==> src/rtl/soc_pkg.sv <==
/* fabric constants, bus types and page decode
   page size is 2**PAGE_BITS words; DEPTH_I and DEPTH_D must not exceed PAGE_BITS */
package soc_pkg;

  // word widths
  localparam int WIDTH_D = 32;
  localparam int WIDTH_I = 32;

  // address layout: page number above, offset below
  localparam int DEPTH_V = 17;
  localparam int PAGE_BITS = 12;
  localparam int MAP_BITS = DEPTH_V - PAGE_BITS;

  typedef enum logic [2:0] {
    MAP_MEM_D = 3'd0,
    MAP_NONE  = 3'd1,
    MAP_REG_R = 3'd2,
    MAP_REG_W = 3'd3,
    MAP_MEM_I = 3'd4,
    MAP_SYS   = 3'd5
  } map_region_t;

  // i/o register indices
  localparam int IO_REG_BITS = 5;
  localparam logic [IO_REG_BITS-1:0] IO_W_LED = 5'd4;
  localparam logic [IO_REG_BITS-1:0] IO_W_TIMER_RESET = 5'd15;
  localparam logic [IO_REG_BITS-1:0] IO_R_TIMER_COUNT = 5'd4;

  // system register indices
  localparam int SYS_REG_BITS = 4;
  localparam logic [SYS_REG_BITS-1:0] SYS_CPU_RESET = 4'd0;
  localparam logic [SYS_REG_BITS-1:0] SYS_CPU_RESUME = 4'd1;
  localparam logic [SYS_REG_BITS-1:0] SYS_MASTER_OF_MEM_D = 4'd2;

  typedef enum logic {
    MASTER_SOC = 1'b0,
    MASTER_CPU = 1'b1
  } master_t;

  // host packet framing
  localparam logic [7:0] PKT_START = 8'hAA;
  localparam logic [7:0] PKT_END = 8'h55;

  localparam int LED_BITS = 10;

  // one write cycle, we is a single-cycle strobe
  typedef struct packed {
    logic [DEPTH_V-1:0] addr;
    logic [WIDTH_D-1:0] data;
    logic               we;
  } bus_wr_t;

  // page number to region, unmapped pages fall into NONE
  function automatic map_region_t map_region(input logic [DEPTH_V-1:0] addr);
    logic [MAP_BITS-1:0] page;
    page = addr[DEPTH_V-1:PAGE_BITS];
    case (page)
      0:
        return MAP_MEM_D;
      2:
        return MAP_REG_R;
      3:
        return MAP_REG_W;
      4:
        return MAP_MEM_I;
      5:
        return MAP_SYS;
      default:
        return MAP_NONE;
    endcase
  endfunction

endpackage
==> src/rtl/host_packet_rx.sv <==
/* ten-byte host packet: start, addr[4], data[4], end, least significant byte first
   address bits above DEPTH_V are dropped; bytes arrive as rx_re pulses, no flow control */
module host_packet_rx (
  input  logic             clk,
  input  logic             arst_n,
  input  logic             rx_re,
  input  logic [7:0]       rx_data,
  output soc_pkg::bus_wr_t host_wr
);
  import soc_pkg::*;

  logic               rx_re_d1;
  logic               rx_rise;
  logic [3:0]         byte_cnt;
  logic               pkt_done;
  logic [7:0]         pkt_q [1:8];
  logic [31:0]        pkt_addr;
  logic [WIDTH_D-1:0] pkt_data;
  logic               host_we_q;
  logic [DEPTH_V-1:0] host_addr_q;
  logic [WIDTH_D-1:0] host_data_q;

  // rising edge of the byte strobe
  always_ff @(posedge clk or negedge arst_n)
  begin
    if (!arst_n)
      rx_re_d1 <= 1'b0;
    else
      rx_re_d1 <= rx_re;
  end

  assign rx_rise = rx_re && !rx_re_d1;

  // byte counter, waits in 0 until a start byte
  always_ff @(posedge clk or negedge arst_n)
  begin
    if (!arst_n)
    begin
      byte_cnt <= 4'd0;
      pkt_done <= 1'b0;
    end
    else
    begin
      pkt_done <= 1'b0;
      if (rx_rise)
      begin
        case (byte_cnt)
          4'd0:
          begin
            if (rx_data == PKT_START)
              byte_cnt <= 4'd1;
          end
          4'd9:
          begin
            byte_cnt <= 4'd0;
            pkt_done <= (rx_data == PKT_END);
          end
          default:
            byte_cnt <= byte_cnt + 4'd1;
        endcase
      end
    end
  end

  // payload bytes 1..8
  always_ff @(posedge clk)
  begin
    if (rx_rise && (byte_cnt >= 4'd1) && (byte_cnt <= 4'd8))
      pkt_q[byte_cnt] <= rx_data;
  end

  assign pkt_addr = {pkt_q[4], pkt_q[3], pkt_q[2], pkt_q[1]};
  assign pkt_data = {pkt_q[8], pkt_q[7], pkt_q[6], pkt_q[5]};

  always_ff @(posedge clk or negedge arst_n)
  begin
    if (!arst_n)
      host_we_q <= 1'b0;
    else
      host_we_q <= pkt_done;
  end

  always_ff @(posedge clk)
  begin
    if (pkt_done)
    begin
      host_addr_q <= pkt_addr[DEPTH_V-1:0];
      host_data_q <= pkt_data;
    end
  end

  assign host_wr = '{addr: host_addr_q, data: host_data_q, we: host_we_q};

  a_cnt_range: assert property (@(posedge clk) disable iff (!arst_n)
    byte_cnt < 4'd10);

endmodule

==> config.mk <==
export PLATFORM = sky130hd
export DESIGN_NAME = host_packet_rx
export DESIGN_NICKNAME = d
export VERILOG_FILES = /design/src/rtl/soc_pkg.sv /design/src/rtl/host_packet_rx.sv
export SDC_FILE = /design/constraint.sdc
export NUM_CORES = 1
export LEC_CHECK = 0
export BUFFER_PORTS_ARGS = -buffer_cell sky130_fd_sc_hd__buf_2
export CAP_MARGIN = 20
export CORE_MARGIN = 5
export CORE_UTILIZATION = 58
export CTS_CLUSTER_DIAMETER = 150
export CTS_CLUSTER_SIZE = 28
export DETAILED_ROUTE_END_ITERATION = 6
export HOLD_SLACK_MARGIN = 0.15
export PLACE_DENSITY = 0.82
export RECOVER_POWER = 100
export SYNTH_ARGS = -nofsm -noshare
export SYNTH_HDL_FRONTEND = slang
export SYNTH_SLANG_ARGS = --single-unit
export TNS_END_PERCENT = 1
==> constraint.sdc <==
create_clock -name clk -period 6.3 [get_ports clk]
set_clock_uncertainty 0.15 [all_clocks]
set_input_delay 0.315 -clock clk [delete_from_list [all_inputs] [get_ports clk]]
set_output_delay 0.315 -clock clk [all_outputs]
set_load 0.1 [all_outputs]
==> results.json <==
{
  "final_layout_size_suffix_gt1_frac": 0.0661,
  "coreArea_mm2": 0.00589,
  "synth_cells": 157,
  "worst_skew_pair.late_latency_ps": 350,
  "fmax_mhz": 401,
  "yosys.area_share.simple": 0.0578,
  "p_int_uw": 977,
  "place.gp.congestion": 0.868,
  "num_vias": 1685,
  "num_rows": 28,
  "maxCapViolations": 1,
  "maxSlewViolCount": 51,
  "setup_viol": 0,
  "tightest_slew_ps": 1900,
  "cpPeakStageDelay_ps": 620,
  "cts_tree": "built",
  "relSlewSlack": -0.268,
  "synthArstFlopShare": 0.0667,
  "cp_top_family": "simple AND/OR/NAND/NOR gates",
  "antenna_found_initial": 0,
  "cp.required_ps": 6140,
  "path_class": "register to register",
  "postLayoutCoreUtil": 0.689,
  "regToRegStartpoint": "byte_cnt[0]$_DFFE_PN0P_",
  "first_pass_iters": 4,
  "port_buffers": 60,
  "synthMuxAreaShare": 0.00607,
  "rsz0062_at_grt": "no",
  "path_cells": "inv_1, ha_1, a2111oi_0, and2_0",
  "syn_nets": 172,
  "cts_root_buffer": "clkbuf_8",
  "synth_top_flop_cell": "edfxtp_1",
  "crit_path_top_delay_cell": "and2_0",
  "p_sw_uw": 306,
  "synthesis.area_mm2": 0.00351,
  "cp_max_fo": 8,
  "antenna_left": 0,
  "post-route-period-util": 0.396,
  "yosys_warnings": 0,
  "vdd_drop_max_v": 0.000228,
  "numCtsBuffers": 9,
  "endpoint_kind": "register",
  "wirelength_mm": 5.97,
  "path_clk_slew_ps": 90,
  "hold_path.class": "input pin to async pin",
  "grt_usage": 0.164,
  "route.detailed.drc": 0,
  "hold_viol": 0,
  "yosysSeqAreaShare": 0.889,
  "vias_per_cell": 5.32,
  "status": "complete, but fails checks",
  "setup_tns_ps": 0,
  "grt_pass1_vias": 1568,
  "failed_checks": "capacitance limit, slew limit",
  "ys_types": 31,
  "post_cts_buffers": 0,
  "power_frac_seq": 0.642,
  "syn_area_per_cell_um2": 22.3,
  "ys_seq_elements": 105,
  "layout_common_cells": "edfxtp_1 (98), clkbuf_1 (63), dlygate4sd3_1 (10), clkbuf_8 (9), dfrtp_1 (7)",
  "cts-resized-gates": 0,
  "synth-compound-area-share": 0.0186,
  "pwr-share-comb": 0.089,
  "powerDensity_mw_per_mm2": 316,
  "cp.arrival_ps": 2340,
  "ctsHoldBuffers": 10,
  "overflow": 0,
  "syn2layout_area_growth_pct": 15.6,
  "synth_top_family_by_area": "simple AND/OR/NAND/NOR gates",
  "pwr-share-clk": 0.268,
  "final_common_cell": "edfxtp_1",
  "wl_per_cell_um": 18.8,
  "die_x_um": 87.7,
  "setup.worst_path.start_class": "register",
  "clk_path_buf_depth": 2,
  "numClockSinks": 105,
  "place_hpwl_mm": 3.82,
  "period_minus_slack_ps": 2490,
  "synth_adder_area_share": 0.0143,
  "cellLeakagePower_nw": 1.29,
  "grt_max_degree": 51,
  "die_area_mm2": 0.00770,
  "synth_edf_count": 98,
  "cp.buffers_inverters": 1,
  "grt_pass1_wl_mm": 8.87,
  "io-pin-count": 61,
  "die_h_um": 87.7,
  "n_antenna_cell": 0,
  "drt_iter0_markers": 147,
  "start_util": 0.596,
  "switching_share": 0.239,
  "nNetsFinal": 252,
  "cp-startpoint": "byte_cnt[0]$_DFFE_PN0P_",
  "yosys.area_share.xor_xnor": 0,
  "cts_max_level": 3
}
registers in the layout (all words and copies together), names as in the netlist:
| signal | cells |
|---|---|
| byte_cnt | 4 |
| host_we_q | 1 |
| host_wr | 49 |
| pkt_done | 1 |
| pkt_q | 49 |
| rx_re_d1 | 1 |
power by group through the flow:
stage	sequential, mW	combinational (mW)	clock [mW]
floorplan	0.819	0.103	0
global placement	0.836	0.106	0
detailed placement	0.840	0.110	0
CTS	0.824	0.117	0.348
global route	0.828	0.125	0.387
finish	0.824	0.115	0.344
stage by stage:
stage | setup WS, ps | instance area, um^2 | instances | hold slack [ps] | power, mW
final | 3810 | 4050 | 317 | 239 | 1.28
after detailed placement | 3840 | 3880 | 290 | 11.1 | 0.949
after floorplan | 4340 | 3510 | 157 | -131 | 0.922
after global placement | 4000 | 3880 | 290 | 10.6 | 0.942
after global routing | 3710 | 4050 | 317 | 261 | 1.34
after CTS | 3790 | 4140 | 316 | 157 | 1.29
worst paths after layout:
kind,to,slack [ps],cells past startpoint
max,pkt_q[2][4]$_DFFE_PP_,3810,4
min,byte_cnt[3]$_DFFE_PN0P_,240,2
max reg2reg,pkt_q[2][4]$_DFFE_PP_,3810,4
min reg2reg,host_wr[21]$_DFFE_PP_,270,0
max in group asynchronous,host_we_q$_DFF_PN0_,5470,2
min in group clk,host_wr[21]$_DFFE_PP_,270,0
layer usage:
layer,up-vias,global-route usage,wire length [um]
li1,772,-,-
met1,839,0.224,2510
met5,-,0,0
met2,65,0.254,2950
met4,0,0.0628,80
met3,9,0.0470,431
layout make-up:
cell class | count | area, um^2
inverters | 5 | 18.8
well taps | 75 | 93.8
fillers | 377 | 1830
repair buffers | 72 | 333
multi-input cells | 44 | 328
flip-flops and latches | 105 | 3120
clock buffers | 10 | 128
clock inverters | 6 | 35.0
worst reg2reg max path: cells and delay by family (launching register included):
kind                     cells  cell delay (ps)
AO/OA/AOI/OAI                1              460
adder cells (fa/ha/maj)      1              280
buffers and inverters        1              120
AND/OR/NAND/NOR              1              620
flip-flops                   1              500
cell usage after synthesis (2+ instances only):
library cell / instances / area share
o21ai_0: 3 / 0.0043
nor2_1: 2 / 0.0021
nand3_1: 2 / 0.0029
dfrtp_1: 7 / 0.050
nand2b_1: 2 / 0.0036
ha_1: 4 / 0.014
nor3_1: 3 / 0.0043
and2_1: 2 / 0.0036
nand3b_1: 2 / 0.0043
nand2_1: 5 / 0.0054
inv_1: 5 / 0.0054
edfxtp_1: 98 / 0.84
nand4bb_1: 2 / 0.0064
o211ai_1: 2 / 0.0043
buf_6: 2 / 0.0064
kinds of logic (layout without fill, tap and decap cells):
logic type / after synthesis / in the layout
AO/OA/AOI/OAI: 9 / 9
multiplexers: 2 / 2
flip-flops: 105 / 105
AND/OR/NAND/NOR: 29 / 29
buffers and inverters: 8 / 93
adder cells (fa/ha/maj): 4 / 4
Note: power is estimated with default switching activity, not from simulation.
