<file path="config.mk">
export PLATFORM = sky130hd
export DESIGN_NAME = soc_ctrl
export DESIGN_NICKNAME = d
export VERILOG_FILES = /design/src/rtl/soc_pkg.sv /design/src/rtl/soc_ctrl.sv
export SDC_FILE = /design/constraint.sdc
export NUM_CORES = 1
export LEC_CHECK = 0
export BUFFER_PORTS_ARGS = -buffer_cell sky130_fd_sc_hd__buf_2
export CORE_AREA = 2 2 130 132
export CTS_BUF_LIST = sky130_fd_sc_hd__clkbuf_8
export CTS_CLUSTER_SIZE = 12
export DETAILED_ROUTE_END_ITERATION = 12
export DIE_AREA = 0 0 132 134
export GPL_ROUTABILITY_DRIVEN = 0
export PLACE_DENSITY_LB_ADDON = 0.08
export SETUP_SLACK_MARGIN = 0.5
export SLEW_MARGIN = 0
export SYNTH_ARGS = -nofsm -noshare
export SYNTH_HDL_FRONTEND = slang
export SYNTH_SLANG_ARGS = --single-unit
</file>
<file path="constraint.sdc">
create_clock -name clk -period 2.8 [get_ports clk]
set_input_delay 0.7 -clock clk [delete_from_list [all_inputs] [get_ports clk]]
set_output_delay 0.7 -clock clk [all_outputs]
set_load 0.1 [all_outputs]
</file>
<file path="src/rtl/soc_pkg.sv">
/* fabric constants, bus types and page decode
   page size is 2**PAGE_BITS words; DEPTH_I and DEPTH_D must not exceed PAGE_BITS */
package soc_pkg;

  // word widths
  localparam int WIDTH_D = 32;
  localparam int WIDTH_I = 32;

  // address layout: page number above, offset below
  localparam int DEPTH_V = 17;
  localparam int PAGE_BITS = 12;
  localparam int MAP_BITS = DEPTH_V - PAGE_BITS;

  typedef enum logic [2:0] {
    MAP_MEM_D = 3'd0,
    MAP_NONE  = 3'd1,
    MAP_REG_R = 3'd2,
    MAP_REG_W = 3'd3,
    MAP_MEM_I = 3'd4,
    MAP_SYS   = 3'd5
  } map_region_t;

  // i/o register indices
  localparam int IO_REG_BITS = 5;
  localparam logic [IO_REG_BITS-1:0] IO_W_LED = 5'd4;
  localparam logic [IO_REG_BITS-1:0] IO_W_TIMER_RESET = 5'd15;
  localparam logic [IO_REG_BITS-1:0] IO_R_TIMER_COUNT = 5'd4;

  // system register indices
  localparam int SYS_REG_BITS = 4;
  localparam logic [SYS_REG_BITS-1:0] SYS_CPU_RESET = 4'd0;
  localparam logic [SYS_REG_BITS-1:0] SYS_CPU_RESUME = 4'd1;
  localparam logic [SYS_REG_BITS-1:0] SYS_MASTER_OF_MEM_D = 4'd2;

  typedef enum logic {
    MASTER_SOC = 1'b0,
    MASTER_CPU = 1'b1
  } master_t;

  // host packet framing
  localparam logic [7:0] PKT_START = 8'hAA;
  localparam logic [7:0] PKT_END = 8'h55;

  localparam int LED_BITS = 10;

  // one write cycle, we is a single-cycle strobe
  typedef struct packed {
    logic [DEPTH_V-1:0] addr;
    logic [WIDTH_D-1:0] data;
    logic               we;
  } bus_wr_t;

  // page number to region, unmapped pages fall into NONE
  function automatic map_region_t map_region(input logic [DEPTH_V-1:0] addr);
    logic [MAP_BITS-1:0] page;
    page = addr[DEPTH_V-1:PAGE_BITS];
    case (page)
      0:
        return MAP_MEM_D;
      2:
        return MAP_REG_R;
      3:
        return MAP_REG_W;
      4:
        return MAP_MEM_I;
      5:
        return MAP_SYS;
      default:
        return MAP_NONE;
    endcase
  endfunction

endpackage
</file>
<file path="src/rtl/soc_ctrl.sv">
/* address decode, data-memory master switch and system registers
   host owns code memory and system registers; reads of other regions return zero */
module soc_ctrl (
  input  logic                        clk,
  input  logic                        arst_n,
  input  soc_pkg::bus_wr_t            host_wr,
  input  soc_pkg::bus_wr_t            cpu_wr,
  input  logic [soc_pkg::DEPTH_V-1:0] cpu_addr_a,
  input  logic [soc_pkg::WIDTH_D-1:0] dmem_rd_a,
  input  logic [soc_pkg::WIDTH_D-1:0] io_rd,
  output soc_pkg::bus_wr_t            dmem_wr,
  output logic [soc_pkg::DEPTH_V-1:0] dmem_addr_a,
  output soc_pkg::bus_wr_t            imem_wr,
  output logic                        io_we,
  output logic [soc_pkg::WIDTH_D-1:0] cpu_rd_a,
  output logic                        cpu_reset,
  output logic                        cpu_resume
);
  import soc_pkg::*;

  map_region_t region_host;
  map_region_t region_cpu_w;
  map_region_t region_a;
  map_region_t region_a_q;
  master_t     master_d;
  logic        host_owns_d;
  logic        cpu_owns_d;
  logic        sys_we;

  assign region_host = map_region(host_wr.addr);
  assign region_cpu_w = map_region(cpu_wr.addr);
  assign region_a = map_region(cpu_addr_a);

  assign host_owns_d = (master_d == MASTER_SOC) && (region_host == MAP_MEM_D);
  assign cpu_owns_d = (master_d == MASTER_CPU) && (region_cpu_w == MAP_MEM_D);
  assign sys_we = host_wr.we && (region_host == MAP_SYS);

  // data memory write port follows the current master
  always_comb
  begin
    if (host_owns_d)
      dmem_wr = host_wr;
    else if (cpu_owns_d)
      dmem_wr = cpu_wr;
    else
      dmem_wr = '0;
  end

  always_comb
  begin
    imem_wr = host_wr;
    imem_wr.we = host_wr.we && (region_host == MAP_MEM_I);
    io_we = cpu_wr.we && (region_cpu_w == MAP_REG_W);
  end

  assign dmem_addr_a = ((master_d == MASTER_CPU) && (region_a == MAP_MEM_D)) ? cpu_addr_a : '0;

  // region of the read in flight on port a
  always_ff @(posedge clk or negedge arst_n)
  begin
    if (!arst_n)
      region_a_q <= MAP_NONE;
    else
      region_a_q <= region_a;
  end

  always_comb
  begin
    case (region_a_q)
      MAP_MEM_D:
        cpu_rd_a = (master_d == MASTER_CPU) ? dmem_rd_a : '0;
      MAP_REG_R:
        cpu_rd_a = io_rd;
      default:
        cpu_rd_a = '0;
    endcase
  end

  // only bit 0 of each system register is kept
  always_ff @(posedge clk or negedge arst_n)
  begin
    if (!arst_n)
    begin
      cpu_reset <= 1'b0;
      cpu_resume <= 1'b0;
      master_d <= MASTER_SOC;
    end
    else if (sys_we)
    begin
      case (host_wr.addr[SYS_REG_BITS-1:0])
        SYS_CPU_RESET:
          cpu_reset <= host_wr.data[0];
        SYS_CPU_RESUME:
          cpu_resume <= host_wr.data[0];
        SYS_MASTER_OF_MEM_D:
          master_d <= master_t'(host_wr.data[0]);
        default: ;
      endcase
    end
  end

  // a data-memory write lands in page 0 and carries the strobe of the current master only
  a_one_dmem_master: assert property (@(posedge clk) disable iff (!arst_n)
    dmem_wr.we |-> (dmem_wr.addr[DEPTH_V-1:PAGE_BITS] == '0) &&
      ((master_d == MASTER_SOC) ? host_wr.we : cpu_wr.we));

  a_we_known: assert property (@(posedge clk) disable iff (!arst_n)
    !$isunknown({dmem_wr.we, imem_wr.we, io_we}));

endmodule

</file>
==> run summary <==
======================================================================================
Count of different cell masters after synthesis                                     24
Kind of cell adding the most delay to the critical path                   simple AND/OR/NAND/NOR gates
Starting DRC count in detailed routing                                              42
Setup skew after layout                                                           0 ns
Maximum resistive drop on vdd                                               0.000119 V
Largest fanout on the critical path                                                 12
Die Wd                                                                          132 µm
Number of antenna violations at the first check in global routing                    0
Antenna-violating nets left                                                          0
Delay contributed by the slowest stage of the critical path                    0.40 ns
Path type of the worst min-delay path                                         in2async
Count of H-tree levels built during CTS                                              1
Die Y-Extent                                                                    134 µm
Post-layout net count                                                              682
Post-synthesis instance area                                                  1710 µm²
Arrival @ worst endpoint                                                       2.16 ns
Clock Root Buffer                                                             clkbuf_8
Std-Cell Core Area                                                           16300 µm²
Global-route wire length before repair                                        16300 µm
Clock slew at the register clock pins of the worst setup and hold paths        0.04 ns
Longest Clk Path Bufs                                                                2
DR WL/cell                                                                     15.5 µm
Clock latency on the worst-skew pair                                           0.22 ns
Number of buffers created by CTS                                                     3
Final count of hold timing violations                                                0
Total number of placement rows                                                      47
Critical path, cell by cell                                               buf_6, or3_4, nor4b_4, buf_12, buf_4, a22o_2, buf_12
Final setup violation count                                                         43
Crit Path Category                                                              in2out
Final total power                                                           0.000937 W
Worst max-slew margin expressed relative to the limit                            65.0%
RSZ-0062 raised after global routing                                              true
Max cap viols                                                                        0
Outcome                                                                   finished with violations
Worst hold slack                                                              0.297 ns
Commonest cells after routing, fill and taps aside                        buf_2, buf_12, a22o_4
Largest net degree at the start of global routing                                   33
Total Routing Usage GR                                                           11.6%
Failing checks                                                            setup timing
Required arrival time at the worst endpoint                                    2.10 ns
Count of boundary I/O pins                                                         335
Mean number of vias per cell                                                      3.86
Area of the multi-input gates                                                 1770 µm²
R2R depth                                                                            2
Share of layout cells above drive strength 1                                     94.0%
Max frequency                                                                  349 MHz
Die Footprint                                                                17700 µm²
CP endpoint kind                                                           output port
CTS tree                                                                           yes
Total length of routed wires                                                  11200 µm
# port buffers                                                                     324
Endpoint of the worst register-to-register path                               master_d
Number of global-route vias before repair                                         2948
Cell Pwr Density                                                            164 nW/µm²
WP buf/inv                                                                           4
Register cell area after layout                                                153 µm²
Leakage component of the power                                                 2.90 nW
TritonCTS Sinks                                                                      6
Pre-antenna DRT Iters                                                                4
Starting utilization of the core area                                            10.5%
Fin util                                                                         35.1%
Most common library cell in the layout ignoring fill and taps                    buf_2
Register-to-Register Setup Slack                                               1.81 ns
Worst Setup Start Kind                                                    primary input
Total of fill cells in the finished design                                        1652
Sequential-to-total area share from yosys stat                                   8.83%
Count of vias placed by the detailed router                                       2768
Diode insertion count for antenna repair                                             0
Critical-path cell with the highest stage delay                                  or3_4
Average cell area after synthesis                                             8.66 µm²
Area delta synth->final                                                           234%
Actual slew at the worst max-slew pin                                         0.524 ns
Synth warnings                                                                       0
Critical R2R Launch                                                           master_d
Post-detailed-placement half-perimeter wirelength                              9520 µm
Total Neg Setup Slack                                                         -1.49 ns
Top cell by count, worst path                                                   buf_12
Tmin final                                                                     2.86 ns
Share of the clock period used by the worst path                                  102%
Detailed-route DRC error count                                                       0
Number of flip-flops and latches in the synthesized netlist                          6
Cells after Synth                                                                  198
Pins over their slew limit                                                           0
Grt total ovfl                                                                       0
Worst path setup slack after routing                                        -0.0626 ns
======================================================================================
## synthesized netlist by cell type (all sizes together)
cell type | instances | area [µm²]
a22o | 77 | 723
buf | 70 | 523
and2 | 13 | 81.3
dfrtp | 5 | 125
clkbuf | 4 | 15.0
nor4b | 4 | 50.1
mux2 | 3 | 33.8
nand4 | 3 | 18.8
nor2 | 3 | 11.3
nor3b | 3 | 22.5
nand2 | 2 | 7.51
nor2b | 2 | 12.5
nor3 | 2 | 10.0
or3 | 2 | 17.5
and3 | 1 | 6.26
conb | 1 | 3.75
dfstp | 1 | 26.3
nand3 | 1 | 5.00
nor4 | 1 | 21.3
## logic make-up (layout without fill, tap and decap cells)
group                  after synthesis  after routing  synth area share, %
AOI/OAI and AO/OA                   77             77                 42.2
buffers and inverters               74            364                 31.4
and+or+nand+nor                     37             38                 15.4
DFF                                  6              6                 8.83
muxes                                3              3                 1.97
other                                1             10                0.219
## through the flow
stage,cell area [µm²],std cells,setup slack (ns)
floorplan,2370,207,-0.0292
global placement,5290,697,-0.0948
detailed placement,5290,697,-0.104
CTS,5650,711,-0.0829
global route,5720,718,-0.0994
finish,5720,718,-0.0626
## final cells by class
type / count / share of cell area (%)
multi-input combinational: 128 / 30.9
clock buffer: 3 / 0.721
timing repair buffer: 360 / 60.8
tap: 220 / 4.81
sequential: 6 / 2.67
clock inverter: 1 / 0.0656
## flip-flops by register name, indices dropped and copies added, names as in the netlist
name and count:
region_a_q 3, cpu_reset 1, cpu_resume 1, master_d 1
## power breakdown
part	leakage, nW	switching (W)	internal (W)	total (W)
Sequential	0.0780	0.00000222	0.0000902	0.0000924
Clock	0.0269	0.0000352	0.0000940	0.000129
Combinational	2.80	0.000527	0.000188	0.000715
Total	2.90	0.000565	0.000372	0.000937
## routing by layer
| metal | part of all wire (%) | vias up | GRT usage, % |
|---|---|---|---|
| met5 | 0 | - | 0 |
| met4 | 0 | 0 | 0.906 |
| met3 | 8.4 | 0 | 2.31 |
| met2 | 57 | 197 | 24.2 |
| met1 | 34 | 1265 | 12.2 |
| li1 | - | 1306 | - |
## worst reg2reg max path, cell delays in order (launching register included)
cell and delay [ns]:
dfrtp_2 0.42, buf_4 0.17, mux2_2 0.27
## worst max path at each step
| stage | start | to | cells past startpoint |
|---|---|---|---|
| 2_1_floorplan | cpu_wr[49] | dmem_wr[0] | 3 |
| 3_3_place_gp | host_wr[49] | dmem_wr[0] | 6 |
| 3_5_place_dp | host_wr[49] | dmem_wr[4] | 6 |
| 4_1_cts | cpu_wr[49] | dmem_wr[2] | 7 |
| 5_1_grt | cpu_wr[49] | dmem_wr[2] | 7 |
| 6_report | cpu_wr[49] | dmem_wr[2] | 7 |
## timing repair
action / in CTS / in global routing
pin swaps: 26 / 13
cloned: 3 / 1
hold buffers: 0 / 0
setup endpoints to repair: 77 / 90
setup buffers: 7 / 6
resized for setup: 43 / 6
Power figures use the tool's default switching activity.
