## src/rtl/soc_pkg.sv

```systemverilog
/* fabric constants, bus types and page decode
   page size is 2**PAGE_BITS words; DEPTH_I and DEPTH_D must not exceed PAGE_BITS */
package soc_pkg;

  // word widths
  localparam int WIDTH_D = 32;
  localparam int WIDTH_I = 32;

  // address layout: page number above, offset below
  localparam int DEPTH_V = 17;
  localparam int PAGE_BITS = 12;
  localparam int MAP_BITS = DEPTH_V - PAGE_BITS;

  typedef enum logic [2:0] {
    MAP_MEM_D = 3'd0,
    MAP_NONE  = 3'd1,
    MAP_REG_R = 3'd2,
    MAP_REG_W = 3'd3,
    MAP_MEM_I = 3'd4,
    MAP_SYS   = 3'd5
  } map_region_t;

  // i/o register indices
  localparam int IO_REG_BITS = 5;
  localparam logic [IO_REG_BITS-1:0] IO_W_LED = 5'd4;
  localparam logic [IO_REG_BITS-1:0] IO_W_TIMER_RESET = 5'd15;
  localparam logic [IO_REG_BITS-1:0] IO_R_TIMER_COUNT = 5'd4;

  // system register indices
  localparam int SYS_REG_BITS = 4;
  localparam logic [SYS_REG_BITS-1:0] SYS_CPU_RESET = 4'd0;
  localparam logic [SYS_REG_BITS-1:0] SYS_CPU_RESUME = 4'd1;
  localparam logic [SYS_REG_BITS-1:0] SYS_MASTER_OF_MEM_D = 4'd2;

  typedef enum logic {
    MASTER_SOC = 1'b0,
    MASTER_CPU = 1'b1
  } master_t;

  // host packet framing
  localparam logic [7:0] PKT_START = 8'hAA;
  localparam logic [7:0] PKT_END = 8'h55;

  localparam int LED_BITS = 10;

  // one write cycle, we is a single-cycle strobe
  typedef struct packed {
    logic [DEPTH_V-1:0] addr;
    logic [WIDTH_D-1:0] data;
    logic               we;
  } bus_wr_t;

  // page number to region, unmapped pages fall into NONE
  function automatic map_region_t map_region(input logic [DEPTH_V-1:0] addr);
    logic [MAP_BITS-1:0] page;
    page = addr[DEPTH_V-1:PAGE_BITS];
    case (page)
      0:
        return MAP_MEM_D;
      2:
        return MAP_REG_R;
      3:
        return MAP_REG_W;
      4:
        return MAP_MEM_I;
      5:
        return MAP_SYS;
      default:
        return MAP_NONE;
    endcase
  endfunction

endpackage
```

## src/rtl/io_regs.sv

```systemverilog
/* i/o registers: LED and timer reset on the write side, timer count on the read side
   unkept indices write nowhere and read as zero */
module io_regs (
  input  logic                            clk,
  input  logic                            arst_n,
  input  logic                            we,
  input  logic [soc_pkg::IO_REG_BITS-1:0] wr_addr,
  input  logic [soc_pkg::WIDTH_D-1:0]     wr_data,
  input  logic [soc_pkg::IO_REG_BITS-1:0] rd_addr,
  output logic [soc_pkg::WIDTH_D-1:0]     rd_data,
  output logic [soc_pkg::LED_BITS-1:0]    led
);
  import soc_pkg::*;

  logic [LED_BITS-1:0] led_reg;
  logic [WIDTH_D-1:0]  timer_rst_reg;
  logic [WIDTH_D-1:0]  timer;
  logic [WIDTH_D-1:0]  timer_sample;

  always_ff @(posedge clk or negedge arst_n)
  begin
    if (!arst_n)
    begin
      led_reg <= '0;
      timer_rst_reg <= '0;
    end
    else if (we)
    begin
      case (wr_addr)
        IO_W_LED:
          led_reg <= wr_data[LED_BITS-1:0];
        IO_W_TIMER_RESET:
          timer_rst_reg <= wr_data;
        default: ;
      endcase
    end
  end

  // free-running, held at zero while timer reset is nonzero
  always_ff @(posedge clk or negedge arst_n)
  begin
    if (!arst_n)
      timer <= '0;
    else if (timer_rst_reg != '0)
      timer <= '0;
    else
      timer <= timer + 1'b1;
  end

  // read register 4 and the addressed copy
  always_ff @(posedge clk)
  begin
    timer_sample <= timer;
    if (rd_addr == IO_R_TIMER_COUNT)
      rd_data <= timer_sample;
    else
      rd_data <= '0;
  end

  always_ff @(posedge clk or negedge arst_n)
  begin
    if (!arst_n)
      led <= '0;
    else
      led <= led_reg;
  end

endmodule

```

## config.mk

```make
export PLATFORM = sky130hd
export DESIGN_NAME = io_regs
export DESIGN_NICKNAME = d
export VERILOG_FILES = /design/src/rtl/soc_pkg.sv /design/src/rtl/io_regs.sv
export SDC_FILE = /design/constraint.sdc
export NUM_CORES = 1
export LEC_CHECK = 0
export BUFFER_PORTS_ARGS = -buffer_cell sky130_fd_sc_hd__buf_2
export CORE_MARGIN = 5
export CORE_UTILIZATION = 55
export CTS_BUF_LIST = sky130_fd_sc_hd__clkbuf_16
export DETAILED_ROUTE_END_ITERATION = 8
export PLACE_DENSITY = 0.79
export SKIP_LAST_GASP = 1
export SYNTH_ARGS = -nofsm -noshare
export SYNTH_HDL_FRONTEND = slang
export SYNTH_SLANG_ARGS = --single-unit
```

## constraint.sdc

```tcl
create_clock -name clk -period 2.42 [get_ports clk]
set_clock_uncertainty 0.1 [all_clocks]
set_input_delay 0.242 -clock clk [delete_from_list [all_inputs] [get_ports clk]]
set_output_delay 0.242 -clock clk [all_outputs]
set_load 0.02 [all_outputs]
```

==> results of run 1 <==
## through the flow
step | instance area [µm²] | power, mW
3_3_place_gp | 5560 | 3.05
6_report | 6520 | 5.71
2_1_floorplan | 4970 | 2.92
3_5_place_dp | 5560 | 3.07
4_1_cts | 6510 | 5.74
5_1_grt | 6520 | 5.94
## worst paths after layout
kind / to / slack, ns / cells after the start
worst max-delay path: timer[26]$_DFF_PN0_ / 0.25 / 6
worst min-delay path: led[6]$_DFF_PN0_ / 0.28 / 0
worst max register to register: timer[26]$_DFF_PN0_ / 0.25 / 6
worst min register to register: led[6]$_DFF_PN0_ / 0.28 / 0
max in group asynchronous: timer[16]$_DFF_PN0_ / 1.13 / 3
min in group asynchronous: timer_rst_reg[21]$_DFFE_PN0P_ / 0.41 / 2
## placed cells by master (no fill, tap or decap), drive strengths merged, types with 2 or more instances in the layout
cell type and instances:
and2 32, and3 3, nor3 3, dfrtp 84, nor4 14, and4bb 2
clkbuf 21, or4 2, or3 2, clkinv 6, nor2 41, a21oi 2
nand2 9, nand3 16, dlygate4sd3 33, inv 8, dfxtp 64, mux2 42
buf 94, xor2 16, nand4 11, xnor2 12, o21ai 2
## kinds of logic after synthesis
logic type | synth area share
AOI/OAI and AO/OA | 0.00402
xor gates and xnor gates | 0.0493
adders and majority gates | 0.00252
buffers and inverters | 0.0131
DFF | 0.680
muxes | 0.0951
and+or+nand+nor | 0.156
## routing by layer
layer	vias up	routed length, µm	part of all wire	track usage
met5	-	0	0	0
met4	0	181	0.019	0.0676
met3	19	722	0.074	0.0795
met2	115	4890	0.50	0.304
met1	1562	3970	0.41	0.225
li1	1563	-	-	-
## where the power goes
group | leakage [nW] | switching [mW] | internal [mW] | total, mW
combinational | 1.02 | 0.158 | 0.199 | 0.357
sequential | 1.63 | 0.0842 | 2.63 | 2.71
clock | 0.307 | 0.986 | 1.65 | 2.64
total | 2.95 | 1.23 | 4.48 | 5.71
## critical path, stage by stage (launching register included)
cell	delay, ns
dfrtp_1	0.44
ha_1	0.26
inv_1	0.08
or4_4	0.62
nor4_2	0.32
xnor2_1	0.15
nor2_1	0.06
## final cells by class
cell class	count	area, µm²	share of cell area
clock inverter	11	91.3	0.0140
inverter	5	18.8	0.00288
multi-input combinational	215	1540	0.236
tap	108	135	0.0207
sequential	148	3380	0.519
clock buffer	21	526	0.0807
timing repair buffer	127	823	0.126
## repair_timing
item,in CTS,in global routing
setup endpoints to repair,0,2
hold buffers,33,0
hold endpoints to repair,106,0
gates resized for setup,0,1
==> impl_metrics.py, run 1 <==
metrics = {
    "die": {
        "ios": 87,
        "rows": 34,
        "core-area_um2": 8760,
        "dieArea_um2": 11000,
        "die_h_um": 105,
        "start_util": 0.568,
        "die_x_um": 105,
    },
    "timing": {
        "finalSetupTns_ns": 0,
        "min_period_ns": 2.17,
        "rsz0062_at_grt": "false",
        "setup_violations": 0,
        "finalMaxSlewViolations": 0,
        "fin_crit_sh": 0.896,
        "fin_ws_ns": 0.252,
        "hold_viol": 0,
        "maxSlewHeadroom": 0.458,
        "tightest_slew_ns": 0.813,
        "max_freq_mhz": 461,
        "timing.hold.ws_ns": 0.279,
    },
    "logic_synthesis": {
        "synth_seq_cells": 148,
        "synth.avg_cell_area_um2": 13.1,
        "syn-cell-area_um2": 4970,
        "synthTopCellsByCount": "dfrtp_1, dfxtp_1, nor2_1",
        "synthMostInstantiatedCell": "dfrtp_1",
        "ys_types": 31,
        "syn_nets": 426,
        "yosysSeqAreaShare": 0.680,
        "synth_top_cell_area_share": 0.423,
        "synth_top_area_cell": "dfrtp_1",
        "async_flop_share": 0.568,
        "synthCells": 380,
        "yosysWarnings": 0,
        "synthFlopType": "dfrtp_1",
        "synth_enable_flop_cells": 0,
        "synth_area_leaders": "dfrtp_1, dfxtp_1, mux2_2, and2_1, nor2_1",
    },
    "power": {
        "p_leak_nw": 2.95,
        "irDropWorstVdd_mv": 0.595,
        "powerDensity_nw_per_um2": 876,
    },
    "placed_design": {
        "place_hpwl_um": 5840,
        "placed_cells": 570,
        "port_buffers": 86,
        "dp_slack_ns": 0.138,
        "finalWeightedCongestion": 0.852,
    },
    "cells_and_area": {
        "drive_above_1_share": 0.321,
        "fin_nets": 560,
        "final-instance-count-excl-fill": 635,
        "area_growth_pct": 31.0,
        "utilization": 0.743,
        "diodes": 0,
        "nFillCells": 564,
    },
    "worst_hold_path": {
        "hp-class": "reg -> reg",
        "min-delay-start": "led_reg[6]$_DFFE_PN0P_",
    },
    "global_route": {
        "antenna_found_initial": 0,
        "grt_pass1_wl_um": 16400,
        "grt.total_usage": 0.188,
        "grt-ovfl-total": 0,
        "grt_max_degree": 67,
        "grt_pass1_vias": 3390,
    },
    "route": {
        "vias": 3259,
        "drt_wl_total_um": 9760,
        "detail_route.wl_per_cell_um": 15.4,
        "drt-vias-per-instance": 5.13,
        "ant_nets": 0,
        "drc": 0,
        "dr.pass1.iters": 4,
        "drt-initial-drc-count": 114,
    },
    "clocking": {
        "clockBufferDepth": 2,
        "cts-buffers-inserted": 17,
        "root_buffer": "clkbuf_16",
        "path_clk_slew_ns": 0.06,
        "cts_tree": "built",
        "clock_sinks": 148,
        "cts_max_level": 4,
        "worstSkewPairLatency_ns": 0.41,
        "post-cts-setup-buffers": 0,
    },
    "setup_path": {
        "end_kind": "register",
        "arrival_ns": 2.35,
        "critPathLaunch": "timer[0]$_DFF_PN0_",
        "rr_startpoint": "timer[0]$_DFF_PN0_",
        "crit_required_ns": 2.60,
        "path_max_fanout": 9,
        "critPathKind": "reg -> reg",
        "critPathLaunchType": "register",
    },
    "run": {
        "max-cap-violations": 0,
    },
    "status": {
        "outcome": "finished clean",
    },
}
No activity file was read; power rests on OpenSTA's default activity.
==> inputs of run 2 (changes only) <==
==> constraint.sdc (replaced) <==
create_clock -name clk -period 2.42 [get_ports clk]
set_clock_uncertainty 0.1 [all_clocks]
set_input_delay 0.363 -clock clk [delete_from_list [all_inputs] [get_ports clk]]
set_output_delay 0.363 -clock clk [all_outputs]
set_load 0.02 [all_outputs]
==> impl_metrics.py, run 2 (synthesis gave the netlist of run 1 again) <==
metrics = {
    "timing": {
        "rsz0062_at_grt": "false",
        "finalSetupTns_ns": 0,
        "timing.hold.ws_ns": 0.0768,
        "hold_viol": 0,
        "tightest_slew_ns": 0.477,
        "fin_crit_sh": 0.896,
        "min_period_ns": 2.17,
        "finalMaxSlewViolations": 0,
        "setup_violations": 0,
        "maxSlewHeadroom": 0.682,
        "max_freq_mhz": 461,
    },
    "power": {
        "p_int_mw": 4.15,
        "p_seq_frac": 0.507,
        "powerDensity_nw_per_um2": 873,
        "irDropWorstVdd_mv": 0.540,
        "p_leak_nw": 2.78,
        "p_clk_frac": 0.433,
        "switchingPower_mw": 1.19,
        "p_sw_frac": 0.223,
        "pwr-share-comb": 0.059,
    },
    "clocking": {
        "worstSkewPairLatency_ns": 0.41,
        "cts_tree": "built",
        "cts-buffers-inserted": 17,
        "root_buffer": "clkbuf_16",
        "path_clk_slew_ns": 0.06,
        "cts_max_level": 4,
        "clock_sinks": 148,
        "clockBufferDepth": 2,
        "post-cts-setup-buffers": 0,
    },
    "route": {
        "ant_nets": 0,
        "drt_wl_total_um": 8710,
        "vias": 3089,
        "detail_route.wl_per_cell_um": 14.5,
        "dr.pass1.iters": 4,
        "drt-vias-per-instance": 5.13,
        "drc": 0,
        "drt-initial-drc-count": 88,
    },
    "die": {
        "dieArea_um2": 11000,
        "die_h_um": 105,
        "ios": 87,
        "rows": 34,
        "die_x_um": 105,
        "core-area_um2": 8760,
        "start_util": 0.568,
    },
    "setup_path": {
        "path_max_fanout": 9,
        "worstRegToRegCells": 6,
        "end_kind": "register",
        "critPathKind": "reg -> reg",
        "arrival_ns": 2.35,
        "critPathLaunchType": "register",
        "crit_required_ns": 2.60,
    },
    "cells_and_area": {
        "fin_nets": 527,
        "diodes": 0,
        "drive_above_1_share": 0.340,
        "nFillCells": 640,
        "layout_commonest_cell": "buf_2",
        "seqCellArea_um2": 3380,
        "final-instance-count-excl-fill": 602,
        "final_cell_mix": "buf_2, dfrtp_1, dfxtp_1",
        "area_growth_pct": 23.0,
        "multi_input_area_um2": 1540,
    },
    "global_route": {
        "grt.total_usage": 0.174,
        "grt-ovfl-total": 0,
        "grt_pass1_wl_um": 15400,
        "antenna_found_initial": 0,
        "grt_max_degree": 48,
        "grt_pass1_vias": 3222,
    },
    "placed_design": {
        "placed_cells": 569,
        "port_buffers": 86,
        "finalWeightedCongestion": 0.820,
        "place_hpwl_um": 6010,
    },
    "worst_hold_path": {
        "hp-class": "in -> reg",
        "worstHoldPathCells": 2,
    },
    "status": {
        "outcome": "finished clean",
    },
    "run": {
        "max-cap-violations": 0,
    },
}
-- run 2: changes by cell type in the layout (fill, tap and decap cells not counted), moves of 2 or more --
cell,change
buf_4,-2
clkbuf_16,-3
clkinv_2,+2
clkinvlp_4,+2
dlygate4sd3_1,-32
-- run 2: final timing paths --
kind	start	end	slack [ns]
worst max-delay path	timer[0]$_DFF_PN0_	timer[22]$_DFF_PN0_	0.25
worst min-delay path	wr_data[7]	led_reg[7]$_DFFE_PN0P_	0.08
worst max register to register	timer[0]$_DFF_PN0_	timer[22]$_DFF_PN0_	0.25
worst min register to register	led_reg[4]$_DFFE_PN0P_	led[4]$_DFF_PN0_	0.28
max in group asynchronous	arst_n	timer[16]$_DFF_PN0_	1.24
min in group asynchronous	arst_n	timer_rst_reg[23]$_DFFE_PN0P_	0.36
-- run 2: critical path, stage by stage, from the launching register on --
cell and delay (ns):
dfrtp_1 0.43, ha_1 0.25, inv_1 0.09, or4_4 0.62, nor4_2 0.34, xnor2_1 0.15, nor2_1 0.05
-- run 2: final cells by class --
class	instances	share of cell area
multi-input cells	215	0.251
inverters	5	0.00307
clock buffers	18	0.0736
clock inverters	14	0.0141
well taps	108	0.0221
repair buffers	94	0.0830
flip-flops and latches	148	0.553
-- run 2: through the flow --
step                      area [µm²]  worst slack (ns)   util  total power [mW]
after floorplan                 4970             0.370      -              2.92
after global placement          5570             0.215  0.635              3.05
after detailed placement        5570             0.122  0.635              3.08
after CTS                       6120             0.114  0.698              5.40
after global routing            6120             0.131  0.698              5.58
final                           6120             0.252  0.698              5.34
-- run 2: power groups by stage --
stage | Clock [mW] | Combinational [mW] | Sequential (mW)
finish | 2.31 | 0.316 | 2.71
global placement | 0 | 0.304 | 2.75
detailed placement | 0 | 0.319 | 2.76
global route | 2.50 | 0.350 | 2.73
floorplan | 0 | 0.147 | 2.77
CTS | 2.36 | 0.323 | 2.71
-- run 2: routing by layer --
layer	up-vias	track usage	wire (µm)
met2	101	0.268	4220
li1	1487	-	-
met4	0	0.0685	101
met5	-	0	0
met1	1490	0.221	3740
met3	11	0.0678	646
-- run 2: repair_timing --
| action | 4_1_cts | 5_1_grt |
|---|---|---|
| endpoints found under the setup margin | 0 | 2 |
| gates resized for setup | 0 | 1 |
| hold buffers | 1 | 0 |
| hold endpoints to repair | 37 | 0 |
